$ cat src/rtl/color_pkg.sv
package color_pkg;

   localparam int WORD_W   = 32;
   localparam int TS_W     = 32;
   localparam int LOCALE_W = 32;
   localparam int TTYPE_W  = 4;
   localparam int ARGS_W   = 32;

   localparam logic [TTYPE_W-1:0] ENQUEUER_TASK = 4'd0;
   localparam logic [TTYPE_W-1:0] CALC_TASK     = 4'd1;
   localparam logic [TTYPE_W-1:0] COLOR_TASK    = 4'd2;
   localparam logic [TTYPE_W-1:0] RECEIVE_TASK  = 4'd3;

   // header layout, in words from address 0
   localparam int HEADER_WORDS      = 10;
   localparam int NUMV_WORD         = 1;
   localparam int COLOR_BASE_WORD   = 5;
   localparam int SCRATCH_BASE_WORD = 7;
   localparam int LIMIT_WORD        = 9;

   localparam int SCRATCH_SHIFT  = 3; // 8 bytes per vertex
   localparam int COUNTER_OFFSET = 0;
   localparam int BITMAP_OFFSET  = 4;
   localparam int COLOR_SHIFT    = 4; // 16 byte color slot

   typedef struct packed {
      logic [ARGS_W-1:0]   args;
      logic [TTYPE_W-1:0]  ttype;
      logic [LOCALE_W-1:0] locale;
      logic [TS_W-1:0]     ts;
   } task_t;

   typedef struct packed {
      logic              ar_valid;
      logic [WORD_W-1:0] ar_addr;
      logic [7:0]        ar_len; // beats minus one
      logic              aw_valid;
      logic [WORD_W-1:0] aw_addr;
      logic [7:0]        aw_len;
      logic              w_valid;
      logic [WORD_W-1:0] w_data;
      logic              w_last;
      logic              r_ready;
   } mem_req_t;

   typedef struct packed {
      logic              ar_ready;
      logic              r_valid;
      logic [WORD_W-1:0] r_data;
      logic              r_last;
      logic              aw_ready;
      logic              w_ready;
   } mem_rsp_t;

endpackage

$ cat src/rtl/color_engine.sv
`timescale 1ns/100ps

module color_engine #(
   parameter int NUM_COLORS = 32
) (
   input  logic                clk,
   input  logic                rstn,
   input  logic                start,
   input  color_pkg::task_t    task_in,
   input  logic                task_out_ready,
   input  color_pkg::mem_rsp_t mem_rsp,
   output logic                done,
   output logic                idle,
   output color_pkg::task_t    task_out,
   output logic                task_out_valid,
   output color_pkg::mem_req_t mem_req
);

   color_pkg::mem_req_t          hdr_req, fsm_req;
   logic                         header_busy, header_valid;
   logic [color_pkg::WORD_W-1:0] num_v, color_base, scratch_base;
   logic [6:0]                   enq_limit;
   logic                         fetch, load, step, more;
   logic [color_pkg::WORD_W-1:0] win_end, offset;
   logic [NUM_COLORS-1:0]        bitmap;
   logic [5:0]                   color;

   assign mem_req = header_busy ? hdr_req : fsm_req; // loader owns port during burst

   header_loader header_loader_inst (
      .clk(clk), .rstn(rstn), .fetch(fetch), .mem_rsp(mem_rsp), .mem_req(hdr_req),
      .header_busy(header_busy), .header_valid(header_valid), .num_v(num_v),
      .color_base(color_base), .scratch_base(scratch_base), .enq_limit(enq_limit)
   );

   enqueue_window enqueue_window_inst (
      .clk(clk), .load(load), .step(step), .start_index(task_in.args),
      .last_index(num_v), .enq_limit(enq_limit), .win_end(win_end), .offset(offset),
      .more(more)
   );

   free_color #(.NUM_COLORS(NUM_COLORS)) free_color_inst (
      .bitmap(bitmap), .color(color)
   );

   vertex_task_fsm #(.NUM_COLORS(NUM_COLORS)) vertex_task_fsm_inst (
      .clk(clk), .rstn(rstn), .start(start), .task_in(task_in),
      .header_valid(header_valid), .num_v(num_v), .color_base(color_base),
      .scratch_base(scratch_base), .enq_limit(enq_limit), .win_end(win_end),
      .offset(offset), .more(more), .color(color), .task_out_ready(task_out_ready),
      .mem_rsp(mem_rsp), .fetch(fetch), .load(load), .step(step), .bitmap(bitmap),
      .done(done), .idle(idle), .task_out(task_out), .task_out_valid(task_out_valid),
      .mem_req(fsm_req)
   );

endmodule

$ cat src/rtl/enqueue_window.sv
`timescale 1ns/100ps

module enqueue_window (
   input  logic                         clk,
   input  logic                         load,
   input  logic                         step,
   input  logic [color_pkg::WORD_W-1:0] start_index,
   input  logic [color_pkg::WORD_W-1:0] last_index,
   input  logic [6:0]                   enq_limit,
   output logic [color_pkg::WORD_W-1:0] win_end,
   output logic [color_pkg::WORD_W-1:0] offset,
   output logic                         more
);

   logic [color_pkg::WORD_W:0] reach;

   // one spare bit so a large start cannot wrap
   assign reach = {1'b0, start_index} + (color_pkg::WORD_W + 1)'(enq_limit);

   always_ff @(posedge clk) begin
      if (load) begin
         offset <= start_index;
         if (reach > {1'b0, last_index}) begin
            win_end <= last_index; // clip at numV
         end else begin
            win_end <= reach[color_pkg::WORD_W-1:0];
         end
      end else if (step) begin
         offset <= offset + 1'b1;
      end
   end

   assign more = offset < win_end;

endmodule

$ cat src/rtl/free_color.sv
`timescale 1ns/100ps

module free_color #(
   parameter int NUM_COLORS = 32
) (
   input  logic [NUM_COLORS-1:0] bitmap,
   output logic [5:0]            color
);

   logic [5:0] low_zero;

   always_comb begin
      low_zero = '0;
      for (int i = NUM_COLORS - 1; i >= 0; i--) begin
         if (!bitmap[i]) begin
            low_zero = 6'(i); // last hit wins, so lowest index
         end
      end
   end

   always_comb begin
      if (bitmap == '0) begin
         color = '0;
      end else if (&bitmap) begin
         color = 6'(NUM_COLORS); // saturated
      end else begin
         color = low_zero;
      end
   end

endmodule

$ cat src/rtl/header_loader.sv
`timescale 1ns/100ps

module header_loader (
   input  logic                         clk,
   input  logic                         rstn,
   input  logic                         fetch,
   input  color_pkg::mem_rsp_t          mem_rsp,
   output color_pkg::mem_req_t          mem_req,
   output logic                         header_busy,
   output logic                         header_valid,
   output logic [color_pkg::WORD_W-1:0] num_v,
   output logic [color_pkg::WORD_W-1:0] color_base,
   output logic [color_pkg::WORD_W-1:0] scratch_base,
   output logic [6:0]                   enq_limit
);

   logic       ar_pending;
   logic       reading;
   logic [3:0] beat;
   logic       beat_fire;

   assign beat_fire   = reading && mem_rsp.r_valid;
   assign header_busy = ar_pending || reading;

   always_ff @(posedge clk) begin
      if (!rstn) begin
         ar_pending   <= 1'b0;
         reading      <= 1'b0;
         header_valid <= 1'b0;
         beat         <= '0;
      end else begin
         if (fetch && !header_busy && !header_valid) begin
            ar_pending <= 1'b1; // one load per reset
         end else if (ar_pending && mem_rsp.ar_ready) begin
            ar_pending <= 1'b0;
            reading    <= 1'b1;
            beat       <= '0;
         end else if (beat_fire) begin
            beat <= beat + 1'b1;
            if (mem_rsp.r_last) begin
               reading      <= 1'b0;
               header_valid <= 1'b1;
            end
         end
      end
   end

   // base words hold word indices
   always_ff @(posedge clk) begin
      if (beat_fire) begin
         case (beat)
            4'(color_pkg::NUMV_WORD):         num_v <= mem_rsp.r_data;
            4'(color_pkg::COLOR_BASE_WORD):   color_base <= {mem_rsp.r_data[29:0], 2'b00};
            4'(color_pkg::SCRATCH_BASE_WORD): scratch_base <= {mem_rsp.r_data[29:0], 2'b00};
            4'(color_pkg::LIMIT_WORD):        enq_limit <= mem_rsp.r_data[6:0];
            default: ;
         endcase
      end
   end

   always_comb begin
      mem_req          = '0;
      mem_req.ar_valid = ar_pending;
      mem_req.ar_len   = 8'(color_pkg::HEADER_WORDS - 1);
      mem_req.r_ready  = reading;
   end

   a_ar_hold : assert property (@(posedge clk) disable iff (!rstn)
      mem_req.ar_valid && !mem_rsp.ar_ready |=> mem_req.ar_valid && $stable(mem_req.ar_addr));

endmodule

$ cat src/rtl/vertex_task_fsm.sv
`timescale 1ns/100ps

module vertex_task_fsm #(
   parameter int NUM_COLORS = 32
) (
   input  logic                         clk,
   input  logic                         rstn,
   input  logic                         start,
   input  color_pkg::task_t             task_in,
   input  logic                         header_valid,
   input  logic [color_pkg::WORD_W-1:0] num_v,
   input  logic [color_pkg::WORD_W-1:0] color_base,
   input  logic [color_pkg::WORD_W-1:0] scratch_base,
   input  logic [6:0]                   enq_limit,
   input  logic [color_pkg::WORD_W-1:0] win_end,
   input  logic [color_pkg::WORD_W-1:0] offset,
   input  logic                         more,
   input  logic [5:0]                   color,
   input  logic                         task_out_ready,
   input  color_pkg::mem_rsp_t          mem_rsp,
   output logic                         fetch,
   output logic                         load,
   output logic                         step,
   output logic [NUM_COLORS-1:0]        bitmap,
   output logic                         done,
   output logic                         idle,
   output color_pkg::task_t             task_out,
   output logic                         task_out_valid,
   output color_pkg::mem_req_t          mem_req
);

   typedef enum logic [3:0] {
      IDLE, HDR_WAIT, DISPATCH,
      ENQ_CONT, ENQ_NODE,
      COLOR_READ, COLOR_WAIT, COLOR_WRITE,
      RECV_READ, RECV_WAIT, RECV_WR_CNT, RECV_WR_BMP, RECV_ENQ,
      FINISH
   } state_t;

   state_t                       state, state_next;
   color_pkg::task_t             cur_task;
   logic [color_pkg::WORD_W-1:0] counter;
   logic                         rd_beat; // second beat of scratch read
   logic [color_pkg::WORD_W-1:0] vtx_scratch;
   logic [color_pkg::WORD_W-1:0] vtx_color;
   logic [NUM_COLORS-1:0]        new_bitmap;
   logic                         bit_set;
   logic                         cnt_one;

   assign vtx_scratch = scratch_base + (cur_task.locale << color_pkg::SCRATCH_SHIFT);
   assign vtx_color   = color_base + (cur_task.locale << color_pkg::COLOR_SHIFT);
   assign new_bitmap  = bitmap | (NUM_COLORS'(1) << cur_task.args); // 0 mask when arg >= width
   assign bit_set     = (new_bitmap == bitmap);
   assign cnt_one     = (counter == 1);

   assign idle  = (state == IDLE);
   assign done  = (state == FINISH);
   assign fetch = idle && start && !header_valid;
   assign load  = (state == DISPATCH) && (cur_task.ttype == color_pkg::ENQUEUER_TASK);
   assign step  = (state == ENQ_NODE) && more && task_out_ready;

   always_ff @(posedge clk) begin
      if (!rstn) begin
         state   <= IDLE;
         rd_beat <= 1'b0;
      end else begin
         state <= state_next;
         if (state == COLOR_READ || state == RECV_READ) begin
            rd_beat <= 1'b0;
         end else if (mem_req.r_ready && mem_rsp.r_valid) begin
            rd_beat <= !rd_beat;
         end
      end
   end

   always_ff @(posedge clk) begin
      if (idle && start) begin
         cur_task <= task_in;
      end
      if (mem_req.r_ready && mem_rsp.r_valid) begin
         if (state == COLOR_WAIT || rd_beat) begin
            bitmap <= mem_rsp.r_data[NUM_COLORS-1:0];
         end else begin
            counter <= mem_rsp.r_data;
         end
      end
   end

   always_comb begin
      state_next     = state;
      mem_req        = '0;
      task_out       = '0;
      task_out_valid = 1'b0;
      case (state)
         IDLE: begin
            if (start) begin
               state_next = header_valid ? DISPATCH : HDR_WAIT;
            end
         end
         HDR_WAIT: begin
            if (header_valid) state_next = DISPATCH;
         end
         DISPATCH: begin
            case (cur_task.ttype)
               color_pkg::ENQUEUER_TASK: state_next = ENQ_CONT;
               color_pkg::COLOR_TASK:    state_next = COLOR_READ;
               color_pkg::RECEIVE_TASK:  state_next = RECV_READ;
               default:                  state_next = FINISH;
            endcase
         end
         ENQ_CONT: begin
            if (win_end < num_v) begin
               task_out.ttype  = color_pkg::ENQUEUER_TASK;
               task_out.locale = cur_task.args << 4; // spreads continuations
               task_out.args   = win_end;
               task_out_valid  = 1'b1;
               if (task_out_ready) state_next = ENQ_NODE;
            end else begin
               state_next = ENQ_NODE;
            end
         end
         ENQ_NODE: begin
            if (more) begin
               task_out.ttype  = color_pkg::CALC_TASK;
               task_out.locale = offset;
               task_out_valid  = 1'b1;
            end else begin
               state_next = FINISH;
            end
         end
         COLOR_READ: begin
            mem_req.ar_valid = 1'b1;
            mem_req.ar_addr  = vtx_scratch + color_pkg::BITMAP_OFFSET;
            if (mem_rsp.ar_ready) state_next = COLOR_WAIT;
         end
         COLOR_WAIT: begin
            mem_req.r_ready = 1'b1;
            if (mem_rsp.r_valid && mem_rsp.r_last) state_next = COLOR_WRITE;
         end
         COLOR_WRITE: begin
            mem_req.aw_valid = 1'b1;
            mem_req.aw_addr  = vtx_color;
            mem_req.w_valid  = 1'b1;
            mem_req.w_data   = color_pkg::WORD_W'(color);
            mem_req.w_last   = 1'b1;
            if (mem_rsp.aw_ready) state_next = FINISH;
         end
         RECV_READ: begin
            mem_req.ar_valid = 1'b1;
            mem_req.ar_addr  = vtx_scratch + color_pkg::COUNTER_OFFSET;
            mem_req.ar_len   = 8'd1; // counter then bitmap
            if (mem_rsp.ar_ready) state_next = RECV_WAIT;
         end
         RECV_WAIT: begin
            mem_req.r_ready = 1'b1;
            if (mem_rsp.r_valid && mem_rsp.r_last) state_next = RECV_WR_CNT;
         end
         RECV_WR_CNT: begin
            mem_req.aw_valid = 1'b1;
            mem_req.aw_addr  = vtx_scratch + color_pkg::COUNTER_OFFSET;
            mem_req.aw_len   = bit_set ? 8'd0 : 8'd1;
            mem_req.w_valid  = 1'b1;
            mem_req.w_data   = counter - 1'b1;
            mem_req.w_last   = bit_set;
            if (mem_rsp.aw_ready) begin
               if (!bit_set) state_next = RECV_WR_BMP;
               else state_next = cnt_one ? RECV_ENQ : FINISH;
            end
         end
         RECV_WR_BMP: begin
            mem_req.w_valid = 1'b1;
            mem_req.w_data  = color_pkg::WORD_W'(new_bitmap);
            mem_req.w_last  = 1'b1;
            if (mem_rsp.w_ready) state_next = cnt_one ? RECV_ENQ : FINISH;
         end
         RECV_ENQ: begin
            task_out.ttype  = color_pkg::COLOR_TASK;
            task_out.locale = cur_task.locale;
            task_out_valid  = 1'b1;
            if (task_out_ready) state_next = FINISH;
         end
         FINISH: state_next = IDLE;
         default: state_next = IDLE;
      endcase
   end

   a_out_stable : assert property (@(posedge clk) disable iff (!rstn)
      task_out_valid && !task_out_ready |=> task_out_valid && $stable(task_out));

   a_idle_quiet : assert property (@(posedge clk) disable iff (!rstn)
      idle |-> !(mem_req.ar_valid || mem_req.aw_valid || mem_req.w_valid));

endmodule
$ cat config.mk
export PLATFORM = sky130hd
export DESIGN_NAME = color_engine
export DESIGN_NICKNAME = d
export VERILOG_FILES = /design/src/rtl/color_pkg.sv /design/src/rtl/color_engine.sv /design/src/rtl/enqueue_window.sv /design/src/rtl/free_color.sv /design/src/rtl/header_loader.sv /design/src/rtl/vertex_task_fsm.sv
export SDC_FILE = /design/constraint.sdc
export NUM_CORES = 1
export LEC_CHECK = 0
export ABC_AREA = 1
export ABC_CLOCK_PERIOD_IN_PS = 6400
export BUFFER_PORTS_ARGS = -buffer_cell sky130_fd_sc_hd__buf_2
export CAP_MARGIN = 40
export CORE_ASPECT_RATIO = 0.6
export CORE_MARGIN = 10
export CORE_UTILIZATION = 55
export DETAILED_ROUTE_END_ITERATION = 7
export GPL_TIMING_DRIVEN = 0
export PLACE_DENSITY = 0.81
export SLEW_MARGIN = 20
export SYNTH_ARGS = -nofsm -noshare
export SYNTH_HDL_FRONTEND = slang
export SYNTH_SLANG_ARGS = --single-unit
$ cat constraint.sdc
create_clock -name clk -period 6.4 [get_ports clk]
set_input_delay 0 -clock clk [delete_from_list [all_inputs] [get_ports clk]]
set_output_delay 0 -clock clk [all_outputs]
set_load 0.005 [all_outputs]
# Word level (Yosys, flattened, before mapping)
# Cells that the tools add are included.
# totals
ff_bits	307
in_bits	141
out_inout_bits	220
word_cells	180
# classes
addsub	7
magnitude_cmp	3
eq_ne	33
n_shift	1
mux	77
bitwise	5
n_reduce_logical	37
# ops
op	n
two-way mux 5 bit	32
case mux 33 bit (2 select lines)	2
two-way mux 32 bit	4
two-way mux 117 bit	1
case mux 36 bit (3 select lines)	1
case mux 34 bit (3 select lines)	1
two-way mux 68 bit	1
adder 32 bit	2
less-than comparator 32 bit	2
two-way mux 4 bit	16
case mux 4 bit (13 select lines)	1
adder 32 x 7 -> 33 bit	1
greater-than comparator 33 x 32 -> 1 bit	1
two-way mux 33 bit	1
adder 32 x 1 -> 32 bit, second input constant	1
adder 32 x 3 -> 32 bit, second input constant	1
equality test 32 x 1 -> 1 bit, second input constant	1
equality test 32 bit	1
logical NOT 32 bit	1
bitwise OR 32 bit	1
AND reduction 32 bit	1
left shift 1 x 32 -> 32 bit, first input constant	1
subtractor 32 x 1 -> 32 bit, second input constant	1
equality test 4 bit, second input constant	7
24 further kinds	81

# Depth between registers and ports, before layout
# logic_depth
depth_word	36
mapped_depth	33
ltp_nobuf	33

# Modules after synthesis
# Synthesis repeated with hierarchy kept, for this count alone.
# hier_totals
cells_unflattened	3386
hier_area_um2	25155.4
# modules_own_cells
module	n_inst	cells_each	area_each_um2	seq_area_each_um2
vertex_task_fsm	1	1821	12956.2	4063.9
enqueue_window	1	830	6103.4	1921.8
header_loader	1	277	4269.1	3113.0
color_engine	1	377	1485.2	0.0
free_color	1	81	341.6	0.0

# Worst setup path after synthesis
# OpenSTA, ideal clock, no wires.
# synth_timing
kind	flip-flop to flip-flop
startpoint	register enqueue_window_inst.offset[3] in the netlist's numbering
endpoint	register enqueue_window_inst.offset[0] in the netlist's numbering, enable pin
setup_time_ps	466
t_arrival_ps	4453
required_time_ps	5934
path_slack_ps	1482
path_stages_with_launch	15
path_buffers	2
period_less_slack_ps	4918
path_cell_list	edfxtp_1 > ha_1 > a21oi_1 > nand2_1 > nand4_1 > o211ai_1 > a21o_1 > a21oi_1 > o21ai_0 > nand4_1 > o2111ai_1 > or2_2 > clkbuf_1 > clkbuf_1 > o21ai_0
# synth_via
elab_chain_len	4
# synth_rtl
item	line_no	rtl
start: declaration	enqueue_window.sv:11	output logic [color_pkg::WORD_W-1:0] offset,
start signal: assignment	enqueue_window.sv:22	offset <= start_index;
start signal: assignment	enqueue_window.sv:29	offset <= offset + 1'b1;
less-than comparator 32 bit	enqueue_window.sv:33	assign more = offset < win_end;
logical AND 1 bit (2 in series)	vertex_task_fsm.sv:60	assign step = (state == ENQ_NODE) && more && task_out_ready;
nonzero test 2 bit (no line)	n/a	
# Every way passes these cells.
# A chain may end at the register's enable or synchronous reset.

# Worst setup path in the final report
# layout_timing
startpoint	register header_loader_inst.enq_limit[3]
endpoint	register enqueue_window_inst.win_end[11] in the netlist's numbering, data pin
# layout_via
elab_chain_len	3
# layout_rtl
item	line_no	rtl
start: declaration	header_loader.sv:14	output logic [6:0] enq_limit
start signal: assignment	header_loader.sv:55	4'(color_pkg::LIMIT_WORD): enq_limit <= mem_rsp.r_data[6:0];
adder 32 x 7 -> 33 bit *	enqueue_window.sv:18	assign reach = {1'b0, start_index} + (color_pkg::WORD_W + 1)'(enq_limit);
greater-than comparator 33 x 32 -> 1 bit	enqueue_window.sv:23	if (reach > {1'b0, last_index}) begin
two-way mux 32 bit *	enqueue_window.sv:23	
end signal: assignment	enqueue_window.sv:24	win_end <= last_index;
end signal: assignment	enqueue_window.sv:26	win_end <= reach[color_pkg::WORD_W-1:0];
end: declaration	enqueue_window.sv:10	output logic [color_pkg::WORD_W-1:0] win_end,
# Every way passes the cells marked *; elsewhere a longest branch is shown, timed or not.

==> impl_metrics.py <==
metrics = {
    "critical_path": {
        "worst-endpoint-required_ns": 6.84,
        "critical-path-top-delay-family": "compound AO/OA/AOI/OAI gates",
        "setup.worst_path.class": "reg2reg",
        "cpPeakStageDelay_ns": 0.37,
        "cp.buffers_inverters": 3,
        "crit_path_start": "header_loader_inst.enq_limit[3]",
        "cpMostUsedCell": "a21oi_1",
        "end_kind": "flop",
        "crit_arrival_ns": 6.13,
        "critPathLaunchType": "flop",
        "crit_slowest_cell": "edfxtp_1",
        "crit_end": "enqueue_window_inst.win_end[11]",
        "cp_max_fo": 10,
        "crit_cells": 30,
        "ff2ff_path_depth": 30,
        "reg2reg_setup_slack_ns": 0.71,
        "r2r_start": "header_loader_inst.enq_limit[3]",
        "r2r-end": "enqueue_window_inst.win_end[11]",
    },
    "yosys": {
        "netlist_area_um2": 21900,
        "post-synth-top-area-fraction": 0.404,
        "ys_seq_area_frac": 0.415,
        "avgSynthCellArea_um2": 8.31,
        "synth.distinct_cells": 69,
        "yosysWarnings": 0,
        "synth_top_area_cell": "edfxtp_1",
        "synth_edf_count": 295,
        "postSynthCellCount": 2641,
        "synth_seq_cells": 307,
        "ys_async_sr_fraction": 0,
        "ys_top_cells_by_area": "edfxtp_1 (40%), ha_1 (9.2%), nand2_1 (8.4%)",
        "synthFlopType": "edfxtp_1",
    },
    "layout": {
        "drive_gt1_frac": 0.175,
        "fin_nets": 3445,
        "final_cells": 3685,
        "multi_input_area_um2": 11100,
        "regArea_um2": 9100,
        "area_delta_synth_final_pct": 21.5,
        "fillCellCount": 3096,
        "final_common_cell": "nand2_1",
        "layout_common_cells": "nand2_1 (492), inv_1 (329), edfxtp_1 (295)",
    },
    "timing": {
        "fmax_mhz": 176,
        "hold_viol_final": 0,
        "fin_crit_sh": 0.889,
        "setup_viol": 0,
        "fin_tns_setup_ns": 0,
        "relSlewSlack": 0.402,
        "slew_violations": 0,
        "skew_ns": 0.0224,
        "rsz0062_at_grt": "false",
        "fin_crit_ns": 5.69,
        "worst_pin_slew_ns": 0.892,
    },
    "global_routing": {
        "grt_antenna_before_repair": 3,
        "grt_overflow_total": 0,
        "grt_pass1_wl_mm": 137,
        "grt.total_usage": 0.368,
        "grt_pass1_vias": 21597,
        "grt_max_degree": 27,
    },
    "detailed_routing": {
        "drcViolationCount": 0,
        "via_count": 22608,
        "first_pass_iters": 6,
        "drt-initial-drc-count": 3737,
        "via_per_inst": 6.14,
        "wl_per_cell_um": 25.4,
        "wl_mm": 93.6,
        "drt.antenna.violating_nets": 0,
    },
    "clocking": {
        "clock_path_buffers": 3,
        "ctsHtreeMaxLevel": 1,
        "clk_pin_slew_ns": 0.07,
        "cts_tree": "done",
        "cts_sinks": 307,
        "cts_buffers": 30,
        "insertion_delay_ns": 0.59,
        "root_buffer": "clkbuf_16",
        "cts_setup_buffers": 0,
    },
    "hold_path": {
        "hold_class": "in2reg",
    },
    "floorplanning": {
        "die_h_um": 175,
        "io_pins": 361,
        "start_util": 0.559,
        "chipWidth_um": 278,
        "die_area_um2": 48600,
        "fp.coreArea_um2": 39200,
        "row_count": 56,
    },
    "placed_design": {
        "hpwl_mm": 72.8,
        "dp.cells": 3513,
        "port_buffers": 277,
        "place_congestion": 1.06,
    },
    "power": {
        "p_per_area_nw_per_um2": 255,
        "power_mw": 6.81,
        "vdd_drop_max_uv": 248,
        "leakage_nw": 11.7,
    },
    "run": {
        "cap_violations": 0,
    },
    "outcome": {
        "outcome": "finished clean",
    },
}
## cell usage after synthesis (6+ instances only)
cell,instances
inv_2,17
o21bai_1,17
nor2_2,14
a221oi_1,10
nor3_1,51
o21a_1,10
edfxtp_1,295
nor4_1,23
a31oi_1,9
ha_1,162
o21ai_2,13
buf_2,6
inv_1,329
buf_1,8
nand2_1,492
a21o_1,8
clkbuf_1,43
a21oi_1,203
a22oi_1,10
a211oi_1,7
nor2_1,290
xnor2_1,13
o221ai_1,9
o21ai_1,30
nand3_1,125
nor3_4,7
o211ai_1,24
xor2_1,50
buf_4,52
a21oi_2,7
a32oi_1,14
or2_2,23
nor2_4,6
nand2_2,10
o21ai_0,126
nand3_2,8
dfxtp_1,12
nand4_1,36
## how the worst min path moves through the flow
stage	start	endpoint	slack, ns	cells after the start
2_1_floorplan	mem_rsp[11]	header_loader_inst.color_base[10]	0.1	0
3_3_place_gp	task_in[38]	vertex_task_fsm_inst.cur_task[38]	0.18	1
3_5_place_dp	task_in[44]	vertex_task_fsm_inst.cur_task[44]	0.18	1
4_1_cts	task_in[39]	vertex_task_fsm_inst.cur_task[39]	0.10	2
5_1_grt	task_in[57]	vertex_task_fsm_inst.cur_task[57]	0.12	2
6_report	task_in[34]	vertex_task_fsm_inst.cur_task[34]	0.12	2
## final cells by class
| cell class | count | share of cell area |
|---|---|---|
| Multi-Input combinational cell | 1922 | 0.417 |
| Tap cell | 522 | 0.0245 |
| Buffer | 113 | 0.0247 |
| Antenna cell | 1 | 0.0000938 |
| Inverter | 349 | 0.0491 |
| Timing Repair Buffer | 416 | 0.107 |
| Clock inverter | 21 | 0.00732 |
| Clock buffer | 34 | 0.0295 |
| Sequential cell | 307 | 0.341 |
## timing repair
item / 4_1_cts / 5_1_grt
hold buffers: 108 / 0
endpoints found under the setup margin: 0 / 0
gates resized for setup: 0 / 0
hold endpoints to repair: 296 / 0
## where the power goes
| part | internal, mW | switching (mW) | leakage [nW] |
|---|---|---|---|
| logic | 0.684 | 1.63 | 8.48 |
| registers | 2.42 | 0.209 | 2.79 |
| clock network | 1.01 | 0.860 | 0.465 |
| total | 4.11 | 2.70 | 11.7 |
## per-stage QoR
stage,worst slack (ns),cell area [um2],util,hold WS (ns)
2_1_floorplan,1.48,22100,-,0.0989
3_3_place_gp,-1.69,24200,0.616,0.176
3_5_place_dp,0.598,24500,0.625,0.178
4_1_cts,0.490,26600,0.678,0.104
5_1_grt,0.319,26700,0.680,0.125
6_report,0.711,26700,0.680,0.121
## flip-flops by register name, indices dropped and copies added, names as in the netlist, 4 cells and up
register                         count
enqueue_window_inst.offset          32
enqueue_window_inst.win_end         32
header_loader_inst.beat              4
header_loader_inst.color_base       30
header_loader_inst.enq_limit         7
header_loader_inst.num_v            32
header_loader_inst.scratch_base     30
vertex_task_fsm_inst.bitmap         32
vertex_task_fsm_inst.counter        32
vertex_task_fsm_inst.cur_task       68
vertex_task_fsm_inst.state           4
## routing by layer
layer,global-route usage,part of all wire,vias up
li1,-,-,9980
met2,0.535,0.41,1768
met3,0.105,0.15,261
met4,0.105,0.035,4
met5,0,0.00033,-
met1,0.525,0.40,10595
## worst register-to-register path, delay by kind of cell, from the launching register on
family	cells	cell delay [ns]
flip-flops	1	0.37
buffers and inverters	3	0.60
adder cells (fa/ha/maj)	2	0.68
AO/OA/AOI/OAI	13	2.10
AND/OR/NAND/NOR	12	1.78
## logic make-up after synthesis
family	Yosys count	synth area share
AOI/OAI and AO/OA	531	0.146
and+or+nand+nor	1107	0.226
DFF	307	0.415
other	1	0.000171
xor gates and xnor gates	68	0.0288
buffers and inverters	462	0.0896
adders and majority gates	165	0.0951
(Power assumes the default switching activity.)
